[config.mk]
export PLATFORM = sky130hd
export DESIGN_NAME = hazard_unit
export DESIGN_NICKNAME = d
export VERILOG_FILES = /design/src/hw/mips_pkg.sv /design/src/hw/hazard_unit.sv
export SDC_FILE = /design/constraint.sdc
export NUM_CORES = 1
export LEC_CHECK = 0
export BUFFER_PORTS_ARGS = -buffer_cell sky130_fd_sc_hd__buf_2
export CORE_AREA = 2 2 39 41
export DETAILED_ROUTE_END_ITERATION = 8
export DIE_AREA = 0 0 41 43
export MAX_ROUTING_LAYER = met4
export PLACE_DENSITY = 0.36
export SETUP_SLACK_MARGIN = 0.5
export SYNTH_ARGS = -nofsm -noshare
export SYNTH_HDL_FRONTEND = slang
export SYNTH_SLANG_ARGS = --single-unit
export TNS_END_PERCENT = 10
[constraint.sdc]
create_clock -name vclk -period 0.8
set_input_delay 0.08 -clock vclk [all_inputs]
set_output_delay 0.08 -clock vclk [all_outputs]
set_load 0.005 [all_outputs]
[src/hw/mips_pkg.sv]
`default_nettype none

package mips_pkg;

    localparam int XLEN        = 32;
    localparam int REG_ADDR_W  = 5;
    localparam int NUM_REGS    = 32;
    localparam int IMEM_ADDR_W = 8;
    localparam int DMEM_ADDR_W = 8;

    // Opcodes
    localparam logic [5:0] OP_RTYPE = 6'h00;
    localparam logic [5:0] OP_ADDI  = 6'h08;
    localparam logic [5:0] OP_SLTI  = 6'h0A;
    localparam logic [5:0] OP_LW    = 6'h23;
    localparam logic [5:0] OP_SW    = 6'h2B;
    localparam logic [5:0] OP_BEQ   = 6'h04;
    localparam logic [5:0] OP_BNE   = 6'h05;
    localparam logic [5:0] OP_HALT  = 6'h3F;

    // R-type function codes
    localparam logic [5:0] FN_ADD = 6'h20;
    localparam logic [5:0] FN_SUB = 6'h22;
    localparam logic [5:0] FN_AND = 6'h24;
    localparam logic [5:0] FN_OR  = 6'h25;
    localparam logic [5:0] FN_XOR = 6'h26;
    localparam logic [5:0] FN_NOR = 6'h27;
    localparam logic [5:0] FN_SLT = 6'h2A;
    localparam logic [5:0] FN_SLL = 6'h00;
    localparam logic [5:0] FN_SRL = 6'h02;
    localparam logic [5:0] FN_SRA = 6'h03;

    typedef enum logic [3:0] {
        ALU_ADD, ALU_SUB, ALU_AND, ALU_OR, ALU_XOR,
        ALU_NOR, ALU_SLT, ALU_SLL, ALU_SRL, ALU_SRA
    } alu_op_e;

    typedef enum logic [1:0] {
        ALU_CLASS_ADD, ALU_CLASS_SUB, ALU_CLASS_SLT, ALU_CLASS_FUNCT
    } alu_class_e;

    // Encoding 2'b11 is never produced
    typedef enum logic [1:0] {
        FWD_REG, FWD_EXMEM, FWD_MEMWB
    } fwd_sel_e;

    typedef struct packed {
        logic       reg_write;
        logic       mem_to_reg;
        logic       mem_read;
        logic       mem_write;
        logic       branch;
        logic       branch_ne;
        logic       alu_src_imm;
        logic       dst_is_rd;
        logic       halt;
        alu_class_e alu_class;
    } ctrl_t;

    typedef struct packed {
        logic [XLEN-1:0] pc_plus4;
        logic [XLEN-1:0] instr;
    } if_id_t;

    typedef struct packed {
        ctrl_t                 ctrl;
        logic [XLEN-1:0]       pc_plus4;
        logic [XLEN-1:0]       rs_data;
        logic [XLEN-1:0]       rt_data;
        logic [XLEN-1:0]       imm_ext;
        logic [REG_ADDR_W-1:0] rs;
        logic [REG_ADDR_W-1:0] rt;
        logic [REG_ADDR_W-1:0] rd;
        logic [4:0]            shamt;
        logic [5:0]            funct;
    } id_ex_t;

    typedef struct packed {
        logic                  reg_write;
        logic                  mem_to_reg;
        logic                  mem_read;
        logic                  mem_write;
        logic                  branch;
        logic                  branch_ne;
        logic                  halt;
        logic [XLEN-1:0]       branch_target;
        logic                  zero;
        logic [XLEN-1:0]       alu_result;
        logic [XLEN-1:0]       store_data;
        logic [REG_ADDR_W-1:0] dst;
    } ex_mem_t;

    typedef struct packed {
        logic                  reg_write;
        logic                  mem_to_reg;
        logic                  halt;
        logic [XLEN-1:0]       alu_result;
        logic [XLEN-1:0]       load_data;
        logic [REG_ADDR_W-1:0] dst;
    } mem_wb_t;

    typedef struct packed {
        logic                  we;
        logic [REG_ADDR_W-1:0] addr;
        logic [XLEN-1:0]       data;
    } wb_t;

endpackage

`default_nettype wire

[src/hw/hazard_unit.sv]
`timescale 1ns/1ns
`default_nettype none

module hazard_unit import mips_pkg::*; (
    input  wire                   i_id_ex_mem_read,
    input  wire  [REG_ADDR_W-1:0] i_id_ex_rt,
    input  wire  [REG_ADDR_W-1:0] i_decoded_rs,
    input  wire  [REG_ADDR_W-1:0] i_decoded_rt,
    input  wire                   i_decoded_halt,
    input  wire                   i_take_branch,
    output logic                  o_stall,
    output logic                  o_flush,
    output logic                  o_freeze
);

    logic load_use;

    // A load into r0 never needs a bubble
    assign load_use = i_id_ex_mem_read && i_id_ex_rt != '0
                   && (i_id_ex_rt == i_decoded_rs || i_id_ex_rt == i_decoded_rt);

    assign o_flush  = i_take_branch;
    // Wrong-path instructions, a halt among them, are dropped by the flush
    assign o_stall  = load_use && !i_take_branch;
    assign o_freeze = i_decoded_halt && !i_take_branch;

endmodule

`default_nettype wire

# ---- After elaboration in Yosys (flattened, before gate mapping)
# Index checks and enable logic that the tools add are counted.
dict set report word_totals {
  in_bits 18
  output_inout_bits 3
  register_bits 0
  elab_cells 9
}
dict set report classes {
  eq_ne 2
  reduce_logical 7
}
# operator n
set op_table {}
lappend op_table {{$eq 5x5->1} 2}
lappend op_table {{$reduce_bool 5->1} 1}
lappend op_table {{$logic_and 1x1->1} 4}
lappend op_table {{$logic_not 1->1} 1}
lappend op_table {{$logic_or 1x1->1} 1}

# ---- Longest topological paths before layout
dict set report logic_depth {
  word_depth 4
  ltp_mapped 4
  depth_no_buf 4
}

# ---- Worst setup path before layout
# Ideal clock, no wire load.
dict set report synth_timing {
  kind {input to output}
  startpoint {input port i_id_ex_rt[1]}
  endpoint {output port o_stall}
  stages 3
  setup_slack_ns -0.038
  t_required_ns 0.720
  arrival_time_ns 0.758
  path_buffers 0
  path_cell_list {or4_1 o21ai_1 a21oi_1}
}
dict set report synth_between {
  elab_chain_cells 4
  word_cells_on_any_way 7
  classes_between {2 x eq/ne; 5 x reduce/logical}
}
# element line
set synth_rtl {}
lappend synth_rtl {{start: declaration} hazard_unit.sv:6} ;# input wire [REG_ADDR_W-1:0] i_id_ex_rt,
lappend synth_rtl {{$eq 5x5->1 or $reduce_bool 5->1 (tied branches)} {hazard_unit.sv:20, hazard_unit.sv:19}}
lappend synth_rtl {{$logic_or 1x1->1 or $logic_and 1x1->1 (tied branches)} {hazard_unit.sv:20, hazard_unit.sv:19}}
lappend synth_rtl {{$logic_and 1x1->1 (*)} hazard_unit.sv:20} ;# && (i_id_ex_rt == i_decoded_rs || i_id_ex_rt == i_decoded_rt);
lappend synth_rtl {{$logic_and 1x1->1 (*)} hazard_unit.sv:24} ;# assign o_stall = load_use && !i_take_branch;
lappend synth_rtl {{end: declaration} hazard_unit.sv:11} ;# output logic o_stall,
# Every way passes the cells marked *; elsewhere a longest branch is shown, timed or not.

# ---- Worst setup path in the final report
dict set report layout_timing {
  startpoint {input port i_id_ex_rt[3]}
  endpoint {output port o_stall}
}
# The elaborated chain is that of the path after synthesis.

==> reports/qor.yml <==
setup_path:
  start_kind: "input pin"
  path_buf_inv: 2
  path_max_fanout: 2
  crit_type: "in -> out"
  cp_data_arrival_time_ns: 0.98
  path_delay_family: "simple AND/OR/NAND/NOR gates"
  crit_path_end_kind: "output pin"
  slowest_delay_ns: 0.51
  path_cells: "buf_6, or4_1, o21ai_1, a21oi_1, buf_2"
  cpMaxStageDelayCell: "or4_1"
  worstPathRequired_ns: 0.72
power_and_ir_drop:
  cellLeakagePower_nw: 0.157
  combPwrFrac_pct: 100.0
  p_sw_share_pct: 35.7
  power.density_mw_per_mm2: 463
  ir_drop_v: 0.0000875
  netSwitchingPower_w: 0.0000545
  pwr-share-seq_pct: 0
  p_int_w: 0.0000979
  p_clk_share_pct: 0
yosys:
  synth_top_cell_area_share_pct: 36.2
  yosysTopAreaCell: "xor2_1"
  synthTopCellsByArea: "xor2_1 36%, xnor2_1 24%, nor2b_1 8.6%"
  seq_area_frac_synth_pct: 0
  yosys_warnings: 0
  synthCells: 20
  synth_area_per_cell_um2: 7.26
  synth_area_um2: 145
  synth_fp_nets: 38
  ys_types: 9
timing:
  worstMarginPinSlew_ns: 0.177
  worst_slack_ns: -0.261
  min_period_ns: 1.06
  fin_hold_ws_ns: 0.325
  rsz0062_at_grt: "yes"
  setup_viol: 1
  fmaxAchievable_mhz: 943
  max_slew_margin_pct: 88.1
  final_max_slew_viol_count: 0
  final.period_utilization_pct: 133
  finalHoldViolations: 0
grt:
  grt_overflow_total: 0
  grt_pass1_vias: 211
  antenna_found_initial: 0
  grt_max_degree: 4
  grt_util_all_layers_pct: 6.35
  grt_pass1_wl_um: 779
finish:
  multi_input_area_um2: 145
  regArea_um2: 0
  nFlopsAndLatches: 0
  fin_cells: 58
  clkbuf_count: 0
  fillers: 167
  diodes: 0
  drive_gt1_share_pct: 57.1
  fin_nets: 62
  syn_to_final_growth_pct: 127
detailed_routing:
  viasPerCell: 3.60
  drtIter0Drc: 0
  routed_wl_um: 516
  drc: 0
  wire_per_inst_um: 8.90
  via_count: 209
  ant_nets: 0
  detail_route.first_pass.iterations: 1
run_status:
  violations: "setup timing"
  status: "complete, but fails checks"
place:
  dp_hpwl_um: 461
  gp_routability_congestion: 0.587
  pre_cts_ws_ns: -0.289
  dp.cells: 58
  numPortBuffers: 21
die:
  placementRows: 14
  dieWidth_um: 41
  core_area_mm2: 0.00138
  die_h_um: 43
  initial_core_util_pct: 10.5
  dieArea_mm2: 0.00176
  ios: 21
cts:
  ctsHoldBuffers: 0
  postCtsSetupBuffers: 0
flow_run:
  max-cap-violations: 0
worst_hold_path:
  hp-class: "in -> out"
per-layer routing:
metal  share of wire [%]  track usage (%)
met1                  32             6.33
met2                  59             13.1
met3                 8.7                0
met4                   0                0
met5                   0                -
metrics by stage:
| stage | power, W | util (%) | instance area (um^2) | TNS, ns |
|---|---|---|---|---|
| 4_1_cts | 0.000145 | 22.3 | 309 | -0.271 |
| 5_1_grt | 0.000169 | 23.8 | 329 | -0.320 |
| 2_1_floorplan | 0.0000532 | - | 145 | -0.0378 |
| 6_report | 0.000152 | 23.8 | 329 | -0.261 |
| 3_5_place_dp | 0.000129 | 20.1 | 278 | -0.289 |
| 3_3_place_gp | 0.000129 | 20.1 | 278 | -0.302 |
cell families after synthesis:
family,count (synthesis),synth area share [%]
AOI/OAI and AO/OA,2,6.89
buffers and inverters,1,5.17
and+or+nand+nor,7,27.6
xor gates and xnor gates,10,60.3
final timing paths:
path	slack, ns	startpoint	depth (start not counted)	endpoint
max	-0.26	i_id_ex_rt[3]	5	o_stall
min	0.32	i_take_branch	2	o_flush
timing repair:
action / CTS / global route
pin swaps: 2 / 1
resized for setup: 6 / 5
setup endpoints to repair: 3 / 3
synth_stat cells, drive strengths merged:
cell	count
xor2	6
xnor2	4
nand3	2
nor2b	2
nor3	2
a21oi	1
buf	1
o21ai	1
or4	1
cell type report:
cell class                      count  area share (%)
Timing Repair Buffer               23            49.8
Multi-Input combinational cell     19            44.1
Tap cell                           16            6.08
placed cells by master (no fill, tap or decap):
cell type,count
or4_1,1
buf_8,1
xor2_1,6
buf_6,5
nand3_1,2
buf_2,14
o21ai_1,1
a21oi_1,1
nor2b_1,1
xnor2_1,4
nor3_1,2
buf_4,3
nor2b_4,1
power groups by stage:
stage | clock [W] | sequential [W] | combinational (W)
floorplan | 0 | 0 | 0.0000532
global placement | 0 | 0 | 0.000129
detailed placement | 0 | 0 | 0.000129
CTS | 0 | 0 | 0.000145
global route | 0 | 0 | 0.000169
finish | 0 | 0 | 0.000152
Note: power is estimated with default switching activity, not from simulation.
