===== src/hw/mips_pkg.sv =====
`default_nettype none

package mips_pkg;

    localparam int XLEN        = 32;
    localparam int REG_ADDR_W  = 5;
    localparam int NUM_REGS    = 32;
    localparam int IMEM_ADDR_W = 8;
    localparam int DMEM_ADDR_W = 8;

    // Opcodes
    localparam logic [5:0] OP_RTYPE = 6'h00;
    localparam logic [5:0] OP_ADDI  = 6'h08;
    localparam logic [5:0] OP_SLTI  = 6'h0A;
    localparam logic [5:0] OP_LW    = 6'h23;
    localparam logic [5:0] OP_SW    = 6'h2B;
    localparam logic [5:0] OP_BEQ   = 6'h04;
    localparam logic [5:0] OP_BNE   = 6'h05;
    localparam logic [5:0] OP_HALT  = 6'h3F;

    // R-type function codes
    localparam logic [5:0] FN_ADD = 6'h20;
    localparam logic [5:0] FN_SUB = 6'h22;
    localparam logic [5:0] FN_AND = 6'h24;
    localparam logic [5:0] FN_OR  = 6'h25;
    localparam logic [5:0] FN_XOR = 6'h26;
    localparam logic [5:0] FN_NOR = 6'h27;
    localparam logic [5:0] FN_SLT = 6'h2A;
    localparam logic [5:0] FN_SLL = 6'h00;
    localparam logic [5:0] FN_SRL = 6'h02;
    localparam logic [5:0] FN_SRA = 6'h03;

    typedef enum logic [3:0] {
        ALU_ADD, ALU_SUB, ALU_AND, ALU_OR, ALU_XOR,
        ALU_NOR, ALU_SLT, ALU_SLL, ALU_SRL, ALU_SRA
    } alu_op_e;

    typedef enum logic [1:0] {
        ALU_CLASS_ADD, ALU_CLASS_SUB, ALU_CLASS_SLT, ALU_CLASS_FUNCT
    } alu_class_e;

    // Encoding 2'b11 is never produced
    typedef enum logic [1:0] {
        FWD_REG, FWD_EXMEM, FWD_MEMWB
    } fwd_sel_e;

    typedef struct packed {
        logic       reg_write;
        logic       mem_to_reg;
        logic       mem_read;
        logic       mem_write;
        logic       branch;
        logic       branch_ne;
        logic       alu_src_imm;
        logic       dst_is_rd;
        logic       halt;
        alu_class_e alu_class;
    } ctrl_t;

    typedef struct packed {
        logic [XLEN-1:0] pc_plus4;
        logic [XLEN-1:0] instr;
    } if_id_t;

    typedef struct packed {
        ctrl_t                 ctrl;
        logic [XLEN-1:0]       pc_plus4;
        logic [XLEN-1:0]       rs_data;
        logic [XLEN-1:0]       rt_data;
        logic [XLEN-1:0]       imm_ext;
        logic [REG_ADDR_W-1:0] rs;
        logic [REG_ADDR_W-1:0] rt;
        logic [REG_ADDR_W-1:0] rd;
        logic [4:0]            shamt;
        logic [5:0]            funct;
    } id_ex_t;

    typedef struct packed {
        logic                  reg_write;
        logic                  mem_to_reg;
        logic                  mem_read;
        logic                  mem_write;
        logic                  branch;
        logic                  branch_ne;
        logic                  halt;
        logic [XLEN-1:0]       branch_target;
        logic                  zero;
        logic [XLEN-1:0]       alu_result;
        logic [XLEN-1:0]       store_data;
        logic [REG_ADDR_W-1:0] dst;
    } ex_mem_t;

    typedef struct packed {
        logic                  reg_write;
        logic                  mem_to_reg;
        logic                  halt;
        logic [XLEN-1:0]       alu_result;
        logic [XLEN-1:0]       load_data;
        logic [REG_ADDR_W-1:0] dst;
    } mem_wb_t;

    typedef struct packed {
        logic                  we;
        logic [REG_ADDR_W-1:0] addr;
        logic [XLEN-1:0]       data;
    } wb_t;

endpackage

`default_nettype wire


===== src/hw/forwarding_unit.sv =====
`timescale 1ns/1ns
`default_nettype none

module forwarding_unit import mips_pkg::*; (
    input  wire                   i_ex_mem_reg_write,
    input  wire  [REG_ADDR_W-1:0] i_ex_mem_dst,
    input  wb_t                   i_wb,
    input  wire  [REG_ADDR_W-1:0] i_rs,
    input  wire  [REG_ADDR_W-1:0] i_rt,
    output fwd_sel_e              o_fwd_a,
    output fwd_sel_e              o_fwd_b
);

    // Youngest producer wins
    function automatic fwd_sel_e pick(input logic [REG_ADDR_W-1:0] src);
        if (src == '0) begin
            return FWD_REG;
        end
        if (i_ex_mem_reg_write && i_ex_mem_dst == src) begin
            return FWD_EXMEM;
        end
        if (i_wb.we && i_wb.addr == src) begin
            return FWD_MEMWB;
        end
        return FWD_REG;
    endfunction

    assign o_fwd_a = pick(i_rs);
    assign o_fwd_b = pick(i_rt);

endmodule

`default_nettype wire


===== config.mk =====
export PLATFORM = sky130hd
export DESIGN_NAME = forwarding_unit
export DESIGN_NICKNAME = d
export VERILOG_FILES = /design/src/hw/mips_pkg.sv /design/src/hw/forwarding_unit.sv
export SDC_FILE = /design/constraint.sdc
export NUM_CORES = 1
export LEC_CHECK = 0
export ABC_AREA = 1
export ABC_CLOCK_PERIOD_IN_PS = 1300
export BUFFER_PORTS_ARGS = -buffer_cell sky130_fd_sc_hd__buf_4
export CORE_AREA = 2 2 39 41
export DETAILED_ROUTE_END_ITERATION = 12
export DIE_AREA = 0 0 41 43
export PLACE_DENSITY = 0.83
export SYNTH_ARGS = -nofsm -noshare
export SYNTH_HDL_FRONTEND = slang
export SYNTH_SLANG_ARGS = --single-unit

===== constraint.sdc =====
create_clock -name vclk -period 1.3
set_input_delay 0.065 -clock vclk [all_inputs]
set_output_delay 0.065 -clock vclk [all_outputs]
set_load 0.05 [all_outputs]

Yosys cells after proc, flatten, opt, wreduce, memory -nomap -nowiden
Index checks and enable logic that the tools add are counted.
Word-level totals
  bits in registers: 0
  latch bits: 0
  RAM bits: 0
  memory bits (read-only): 0
  word-level logic and storage cells: 34
  memories: 0
Cells by class
  add/subtract/negate cells: 0
  multipliers: 0
  div/mod/pow operators: 0
  magnitude comparators: 0
  equality and inequality tests: 4
  shift-type cells: 0
  mux-type cells: 24
  bitwise logic cells: 0
  reduce and logical (&&, ||, !) cells: 6
Operators by type and width (count)
  2-to-1 mux 2 bit: 12
  equality test 5 bit: 4
  2-to-1 mux 1 bit: 12
  logical NOT 5 bit: 2
  logical AND 1 bit: 4

Logic depth before layout (Yosys ltp)
Gate-level depths: netlist (run 1).
  depth after elaboration: 9
  depth in mapped cells: 8
  gate-level depth less buffers: 8

Worst setup path before layout (run 1)
Ideal clock, no wire load.
  path kind: in2out
  from: input i_rt[0]
  to: output o_fwd_b[1]
  data arrival time: 1.066 ns
  required time: 1.235 ns
  path slack: 0.169 ns
  stages: 7
  cells stage by stage: inv_1 -> nand2_1 -> nand2_1 -> nor2_1 -> nand2_1 -> nor2_1 -> nor2_1
On the way
  word-level cells in the longest chain between the ends: 8
  elaborated cells between the ends (all ways): 16
  those cells by class: eq/ne: 2; mux: 11; reduce/logical: 3
RTL lines
  start: declaration: line forwarding_unit.sv:9  | input wire [REG_ADDR_W-1:0] i_rt,
  equality test 5 bit: line forwarding_unit.sv:22  | if (i_wb.we && i_wb.addr == src) begin
  logical AND 1 bit: line forwarding_unit.sv:22
  2-to-1 mux 1 bit (2 in series): line forwarding_unit.sv:22
  2-to-1 mux 1 bit: line forwarding_unit.sv:19  | if (i_ex_mem_reg_write && i_ex_mem_dst == src) begin
  2-to-1 mux 2 bit: line forwarding_unit.sv:25  | return FWD_REG;
  2-to-1 mux 2 bit: line forwarding_unit.sv:22
  2-to-1 mux 2 bit (*): line forwarding_unit.sv:19
  end: declaration: line forwarding_unit.sv:11  | output fwd_sel_e o_fwd_b
Mark *: on every way between the ends. The rest lies on a longest branch, timed or not. The select of a mux whose other input is x is not followed.

Worst setup path after layout (run 1)
  from: input i_rs[3]
  to: output o_fwd_a[1]
On the way
  word-level cells in the longest chain between the ends: 8
  elaborated cells between the ends (all ways): 16
  those cells by class: eq/ne: 2; mux: 11; reduce/logical: 3
RTL lines
  start: declaration: line forwarding_unit.sv:8  | input wire [REG_ADDR_W-1:0] i_rs,
  equality test 5 bit: line forwarding_unit.sv:22
  logical AND 1 bit: line forwarding_unit.sv:22
  2-to-1 mux 1 bit (2 in series): line forwarding_unit.sv:22
  2-to-1 mux 1 bit: line forwarding_unit.sv:19
  2-to-1 mux 2 bit: line forwarding_unit.sv:25
  2-to-1 mux 2 bit: line forwarding_unit.sv:22
  2-to-1 mux 2 bit (*): line forwarding_unit.sv:19
  end: declaration: line forwarding_unit.sv:10  | output fwd_sel_e o_fwd_a,
Marked as above.

==> impl_metrics.yaml, run 1 <==
floorplan:
  floorplan.rows: 14
  design.portCount: 58
  die_x_um: 41
  die_h_um: 43
  core_area_um2: 1384
  design.die.area_um2: 1763
  initial_utilization_pct: 31.19
job:
  cap_violations: 0
logic_synthesis:
  syn_area_um2: 431.7
  post_synth_and_or_nand_nor_area_fraction_pct: 77.68
  synth_top_family_by_area: "simple AND/OR/NAND/NOR gates"
  synthXorXnorAreaFrac_pct: 0
  synth_mux_area_share_pct: 0
  synth-compound-area-share_pct: 2.319
  synth_cell_types: 9
  syn_nets: 161
  synth_area_per_cell_um2: 4.034
  synthesis.yosys.warnings: 0
  post_synth_inst_count: 107
  synth_seq_area_share_pct: 0
  synth_adder_area_share_pct: 0
grt:
  global_route_usage_over_all_layers_pct: 15.58
  grt.overflow.total: 0
  pin_count_of_the_biggest_net_entering_global_routing: 5
  grt_pass1_vias: 575
  grt_first_pass_wirelength_mm: 2.070
  antenna_found_initial: 0
sta:
  maxClockFrequency_ghz: 1.055
  final-max-slew-violation-count: 0
  report.final.setup_viol: 0
  rsz_0062_raised_after_global_routing: "false"
  timing.final.crit_period_ps: 947.7
  layout_worst_path_cycle_share_pct: 72.90
  hold_ws_ps: 602.1
  setup-tns-final_ps: 0
  final-hold-violation-count: 0
  max_slew.worst_pin.slew_ps: 178.5
  max_slew_margin_pct: 88.06
power:
  netSwitchingPower_mw: 0.09935
  p_per_area_nw_per_um2: 281.6
  power.sequential.fraction_pct: 0
  combinational_power_share_pct: 100.0
  static-leakage-power_nw: 0.4402
  sw_frac_of_total_pct: 54.54
  intPower_mw: 0.08279
  ir_worst_vdd_mv: 0.1098
  clockPowerShare_pct: 0
critical_path:
  critical_path.top_delay_family: "simple AND/OR/NAND/NOR gates"
  cpPeakStageDelay_ps: 180
  crit_arrival_ps: 880
  critical_path_class: "input port to output pin"
  crit_path_max_fanout: 3
  critical_path_buf_inv_count: 3
  slowest_stage: "buf_4"
  worst-endpoint-required_ps: 1240
  startpoint_type: "input port"
  crit_start: "i_rs[3]"
  critical_path.endpoint_type: "output pin"
  worstPathCellList: "buf_4, inv_2, nand2_1, nand2_1, nor2_1, nand2_1, nor2_1, nor2_1, buf_4"
routing:
  wl_per_cell_um: 8.336
  drtIter0Drc: 18
  vias: 662
  post_detailed_route_via_to_cell_ratio: 4.443
  detail_route.wirelength_mm: 1.242
  first_pass_iters: 4
  postRouteAntennaNets: 0
  remaining_drc_errors: 0
finish:
  final_util_pct: 46.75
  area_delta_synth_final_pct: 49.85
  register_area_um2: 0
  num_antenna_cells: 0
  instances_no_fill: 149
  final_sequential_cell_count: 0
  fin_nets: 189
  num-clock-buffers: 0
  post_route_cells_drive_above_1_share_pct: 24.81
  postLayoutCellArea_um2: 646.9
clock_tree:
  ctsResizeCount: 0
  post_cts_hold_buffer_count: 0
  cts_setup_buffers: 0
place:
  place.gp.congestion: 0.8316
  post-place-cells: 149
  place.port_buffers: 26
  place.detailed.hpwl_mm: 1.152
  post_dp_cell_area_um2: 646.9
status:
  result_of_the_run: "completed"
hold_path:
  min_from: "i_ex_mem_dst[1]"
  worstHoldPathType: "input port to output pin"
-- synthesized netlist by cell type --
cell type / number / area [um2]
nor2_1: 14 / 52.55
inv_2: 3 / 11.26
nand2_1: 58 / 217.7
inv_1: 20 / 75.07
nor2_2: 2 / 12.51
nand4_1: 2 / 12.51
nor3_2: 2 / 20.02
a21oi_1: 2 / 10.01
nand3_1: 4 / 20.02
-- metrics by stage --
stage | setup WS [ps] | power, mW
finish | 352.3 | 0.1821
CTS | 343.6 | 0.1828
detailed placement | 344.1 | 0.1822
floorplan | 169.3 | 0.09577
global route | 211.9 | 0.2071
global placement | 365.3 | 0.1769
-- cells by family (layout without fill, tap and decap cells) --
family / Yosys count / in the layout
buffers and inverters: 23 / 49
and+or+nand+nor: 82 / 82
AOI/OAI and AO/OA: 2 / 2
-- final cells by class --
class                           count  area (um2)
Fill cell                         164       737.0
Multi-Input combinational cell     84       345.3
Timing Repair Buffer               26       195.2
Inverter                           23       86.33
Tap cell                           16       20.02
-- layout by cell type, fill, tap and decap left out --
cell / count
inv_1: 20
nand3_1: 4
buf_4: 26
nor3_2: 2
nor2_1: 14
nand2_1: 58
inv_2: 3
nor2_2: 2
nand4_1: 2
a21oi_1: 2
-- routing by layer --
layer / global-route usage (%) / share of wire, % / vias up
met1: 21.20 / 41 / 280
li1: - / - / 365
met3: 0.5236 / 5.2 / 0
met2: 27.50 / 54 / 17
met4: 0 / 0 / 0
met5: 0 / 0 / -
-- path summary, 6_finish.rpt --
check	endpoint	slack, ps	cells after the start
worst max-delay path	o_fwd_a[1]	350	9
worst min-delay path	o_fwd_a[0]	600	5
-- power by group through the flow --
stage / Combinational [mW] / Clock, mW / Sequential (mW)
after global routing: 0.207 / 0 / 0
after detailed placement: 0.182 / 0 / 0
after CTS: 0.183 / 0 / 0
after floorplan: 0.0958 / 0 / 0
final: 0.182 / 0 / 0
after global placement: 0.177 / 0 / 0
Note: power is estimated with default switching activity, not from simulation.
==> run 2: changes to the inputs <==
--- a/config.mk
+++ b/config.mk
@@ -6,12 +6,12 @@
 export NUM_CORES = 1
 export LEC_CHECK = 0
 export ABC_AREA = 1
-export ABC_CLOCK_PERIOD_IN_PS = 1300
+export ABC_CLOCK_PERIOD_IN_PS = 900
 export BUFFER_PORTS_ARGS = -buffer_cell sky130_fd_sc_hd__buf_4
-export CORE_AREA = 2 2 39 41
+export CORE_MARGIN = 1.5
+export CORE_UTILIZATION = 33
 export DETAILED_ROUTE_END_ITERATION = 12
-export DIE_AREA = 0 0 41 43
-export PLACE_DENSITY = 0.83
+export PLACE_DENSITY = 0.85
 export SYNTH_ARGS = -nofsm -noshare
 export SYNTH_HDL_FRONTEND = slang
 export SYNTH_SLANG_ARGS = --single-unit
==> constraint.sdc (replaced) <==
create_clock -name vclk -period 0.9
set_input_delay 0.045 -clock vclk [all_inputs]
set_output_delay 0.045 -clock vclk [all_outputs]
set_load 0.05 [all_outputs]
==> run 2 against run 1 <==
Sequential share of layout area is the same. Die area decreased by 13%. Routed wire length grew 17%. Global-route usage increased by 2.4 points. Critical path depth down 1. Non-clock buffer count grew 2. Critical endpoint is now o_fwd_b[1].
==> impl_metrics.yaml, run 2 (synthesis gave the netlist of run 1 again) <==
power:
  combinational_power_share_pct: 100.0
  intPower_mw: 0.1709
  ir_worst_vdd_mv: 0.2374
  sw_frac_of_total_pct: 52.76
  static-leakage-power_nw: 0.4628
  netSwitchingPower_mw: 0.1909
  design_power_total_mw: 0.3619
  clockPowerShare_pct: 0
  p_per_area_nw_per_um2: 432.3
  power.sequential.fraction_pct: 0
critical_path:
  startpoint_type: "input port"
  slowest_stage: "nor2_2"
  critical_path_class: "input port to output pin"
  cpPeakStageDelay_ps: 140
  critical_path.top_delay_family: "simple AND/OR/NAND/NOR gates"
  crit_arrival_ps: 820
  critical_path_buf_inv_count: 2
  worst-endpoint-required_ps: 850
  crit_path_max_fanout: 3
  critical_path.endpoint_type: "output pin"
  worstPathCellList: "buf_6, nand2_1, nand2_1, nor2_2, nand2_2, nor2_2, nor2_2, buf_6"
  crit_start: "i_rt[3]"
  worst_path_most_repeated_cell: "nor2_2"
sta:
  max_slew.worst_pin.slew_ps: 202.4
  final-max-slew-violation-count: 0
  maxClockFrequency_ghz: 1.157
  rsz_0062_raised_after_global_routing: "true"
  final-hold-violation-count: 0
  hold_ws_ps: 552.1
  layout_worst_path_cycle_share_pct: 96.02
  timing.final.crit_period_ps: 864.1
  report.final.setup_viol: 0
  max_slew_margin_pct: 86.47
  post-route-worst-setup-slack_ps: 35.85
grt:
  grt_pass1_vias: 580
  global_route_usage_over_all_layers_pct: 17.99
  pin_count_of_the_biggest_net_entering_global_routing: 5
  antenna_found_initial: 0
  grt_first_pass_wirelength_mm: 2.035
  grt.overflow.total: 0
finish:
  layout_commonest_cell: "nand2_1"
  num_antenna_cells: 0
  final_cell_mix: "nand2_1, buf_6, nand2_2, inv_4"
  fin_nets: 191
  instances_no_fill: 149
  final_sequential_cell_count: 0
  multi_input_area_um2: 415.4
  post_route_cells_drive_above_1_share_pct: 52.59
  register_area_um2: 0
  area_delta_synth_final_pct: 93.91
  num-fill-cells: 106
  num-clock-buffers: 0
place:
  place.detailed.hpwl_mm: 1.084
  place.gp.congestion: 0.8450
  post-place-cells: 149
  place.port_buffers: 26
  setup_slack_placement_ps: -53.19
routing:
  remaining_drc_errors: 0
  wl_per_cell_um: 9.752
  post_detailed_route_via_to_cell_ratio: 4.617
  postRouteAntennaNets: 0
  vias: 688
  drtIter0Drc: 7
  detail_route.wirelength_mm: 1.453
  first_pass_iters: 4
floorplan:
  design.die.area_um2: 1534
  die_h_um: 39.17
  initial_utilization_pct: 37.34
  design.portCount: 58
  core_area_um2: 1156
  floorplan.rows: 12
  die_x_um: 39.17
clock_tree:
  cts_setup_buffers: 0
  post_cts_hold_buffer_count: 0
hold_path:
  min_from: "i_wb[35]"
  worstHoldPathType: "input port to output pin"
job:
  cap_violations: 0
status:
  result_of_the_run: "completed"
## run 2: power by group through the flow
stage               Clock [mW]  Sequential [mW]  Combinational, mW
floorplan                    0                0              0.145
global placement             0                0              0.265
detailed placement           0                0              0.270
CTS                          0                0              0.280
global route                 0                0              0.396
finish                       0                0              0.362
## run 2: layer usage
layer  up-vias  wire length, um  GRT usage [%]
met5         -                0              0
met4         0                0          1.724
met3         0               75              0
met2        23              770          34.58
met1       296              606          22.64
li1        369                -              -
## run 2: final cells by class
| type | count | area share [%] |
|---|---|---|
| tap | 14 | 2.093 |
| multi-input combinational | 84 | 49.63 |
| timing repair buffer | 28 | 34.98 |
| inverter | 23 | 13.30 |
## run 2: path summary, 6_finish.rpt
| path | end | cells after the start |
|---|---|---|
| max | o_fwd_b[1] | 8 |
| min | o_fwd_a[1] | 7 |
## run 2: metrics by stage
stage / setup TNS [ps] / util (%) / area (um2)
final: 0 / 72.40 / 837.1
after global placement: -26.43 / 58.55 / 676.9
after detailed placement: -78.50 / 58.55 / 676.9
after global routing: -36.40 / 72.40 / 837.1
after CTS: 0 / 60.06 / 694.4
after floorplan: -12.41 / - / 449.2
## run 2: timing repair
action | in CTS | in global routing
gates resized for setup | 10 | 56
pin swaps | 6 | 20
gates cloned | 0 | 0
setup endpoints to repair | 2 | 4
==> run 3: changes to the inputs <==
--- a/config.mk
+++ b/config.mk
@@ -6,7 +6,7 @@
 export NUM_CORES = 1
 export LEC_CHECK = 0
 export ABC_AREA = 1
-export ABC_CLOCK_PERIOD_IN_PS = 900
+export ABC_CLOCK_PERIOD_IN_PS = 800
 export BUFFER_PORTS_ARGS = -buffer_cell sky130_fd_sc_hd__buf_4
 export CORE_MARGIN = 1.5
 export CORE_UTILIZATION = 33
==> constraint.sdc (replaced) <==
create_clock -name vclk -period 0.8
set_input_delay 0.04 -clock vclk [all_inputs]
set_output_delay 0.04 -clock vclk [all_outputs]
set_load 0.05 [all_outputs]
==> run 3 against run 2 <==
The run now ends with setup timing left. Combinational power is 12% higher. Die area stayed put. Highest routed layer unchanged. Sequential share of layout area stayed put. First-iteration DRC count is 29% higher. Via count is 0.29% higher. Critical path depth is 1 higher. Worst setup slack worse by 100 ps. Global-route usage is 0.59 points lower. Critical endpoint is now o_fwd_a[1]. Final area is 2.7% higher.
==> impl_metrics.yaml, run 3 (synthesis gave the netlist of run 1 again) <==
critical_path:
  critical_path.endpoint_type: "output pin"
  crit_path_max_fanout: 3
  critical_path_class: "input port to output pin"
  crit_arrival_ps: 830
  startpoint_type: "input port"
  worst-endpoint-required_ps: 760
finish:
  register_area_um2: 0
  num-fill-cells: 112
  num_antenna_cells: 0
  fin_nets: 191
  final_sequential_cell_count: 0
  layout_commonest_cell: "nand2_1"
  num-clock-buffers: 0
  postLayoutCellArea_um2: 859.6
  area_delta_synth_final_pct: 99.13
  post_route_cells_drive_above_1_share_pct: 51.85
  final_cell_mix: "nand2_1, nand2_2, buf_4"
grt:
  antenna_found_initial: 0
  grt.overflow.total: 0
  grt_pass1_vias: 506
  pin_count_of_the_biggest_net_entering_global_routing: 5
  global_route_usage_over_all_layers_pct: 17.40
  grt_first_pass_wirelength_mm: 1.925
sta:
  max_slew_margin_pct: 86.67
  post-route-worst-setup-slack_ps: -67.00
  max_slew.worst_pin.slew_ps: 199.4
  report.final.setup_viol: 4
  rsz_0062_raised_after_global_routing: "true"
  setup-tns-final_ps: -227.8
  maxClockFrequency_ghz: 1.153
  timing.final.crit_period_ps: 867.0
  final-hold-violation-count: 0
  layout_worst_path_cycle_share_pct: 108.4
  final-max-slew-violation-count: 0
floorplan:
  die_x_um: 39.17
  floorplan.rows: 12
  initial_utilization_pct: 37.34
  design.portCount: 58
  die_h_um: 39.17
  design.die.area_um2: 1534
  core_area_um2: 1156
job:
  cap_violations: 0
power:
  sw_frac_of_total_pct: 51.67
  static-leakage-power_nw: 0.4719
  ir_worst_vdd_mv: 0.2447
  intPower_mw: 0.1962
  p_per_area_nw_per_um2: 472.2
  clockPowerShare_pct: 0
  netSwitchingPower_mw: 0.2097
  power.sequential.fraction_pct: 0
  combinational_power_share_pct: 100.0
routing:
  postRouteAntennaNets: 0
  detail_route.wirelength_mm: 1.403
  vias: 690
  post_detailed_route_via_to_cell_ratio: 4.631
  drtIter0Drc: 9
  first_pass_iters: 4
  wl_per_cell_um: 9.416
  remaining_drc_errors: 0
place:
  place.port_buffers: 26
  place.detailed.hpwl_mm: 1.043
  post_dp_cell_area_um2: 686.9
  place.gp.congestion: 0.8601
status:
  result_of_the_run: "complete, but fails checks"
  failed_checks: "setup timing"
clock_tree:
  post_cts_hold_buffer_count: 0
hold_path:
  worstHoldPathType: "input port to output pin"
==> run 3: cell count changes in the layout (fill, tap and decap cells not counted), moves of 2 or more <==
cell,change
buf_6,-7
nor2_1,-2
nor2_4,+2
buf_8,+6
inv_4,-2
==> run 3: worst max-delay path: stages <==
cell and delay (ps):
buf_4 90, inv_1 40, nand2_1 50, nand2_1 50
nor2_1 100, nand2_1 120, nor2_2 140, nor2_4 60
buf_8 140
==> run 3: area by class of cell <==
class,instances,area [um2],area share [%]
repair buffers,28,311.5,36.24
multi-input cells,84,424.2,49.35
well taps,14,17.52,2.038
inverters,23,106.4,12.37
==> run 3: layer usage <==
metal / GRT usage, % / vias to the layer above / share of wire [%]
li1: - / 373 / -
met1: 22.97 / 292 / 42
met2: 32.92 / 25 / 51
met3: 0 / 0 / 6.6
met4: 0 / 0 / 0
met5: 0 / - / 0
==> run 3: worst paths after layout <==
check | from | end | cells after the start
hold / removal | i_rs[3] | o_fwd_a[0] | 5
setup / recovery | i_ex_mem_dst[0] | o_fwd_a[1] | 9
==> run 3: power groups by stage <==
stage / Clock [mW] / Combinational (mW) / Sequential [mW]
3_5_place_dp: 0 / 0.305 / 0
4_1_cts: 0 / 0.344 / 0
2_1_floorplan: 0 / 0.165 / 0
6_report: 0 / 0.406 / 0
3_3_place_gp: 0 / 0.301 / 0
5_1_grt: 0 / 0.444 / 0
==> run 3: timing repair <==
item | 4_1_cts | 5_1_grt
pin swaps | 13 | 24
gates resized for setup | 30 | 38
endpoints found under the setup margin | 4 | 4
buffers inserted | 0 | 0
==> run 3: through the flow <==
step	utilization [%]	setup WS [ps]	instances	hold slack, ps	power [mW]
detailed placement	59.42	-165.1	149	586.1	0.3045
floorplan	-	-11.99	107	342.1	0.1650
global placement	59.42	-158.6	149	583.2	0.3011
finish	74.35	-67.00	149	562.9	0.4059
CTS	65.69	-88.37	149	558.5	0.3443
global route	74.35	-119.9	149	593.8	0.4436
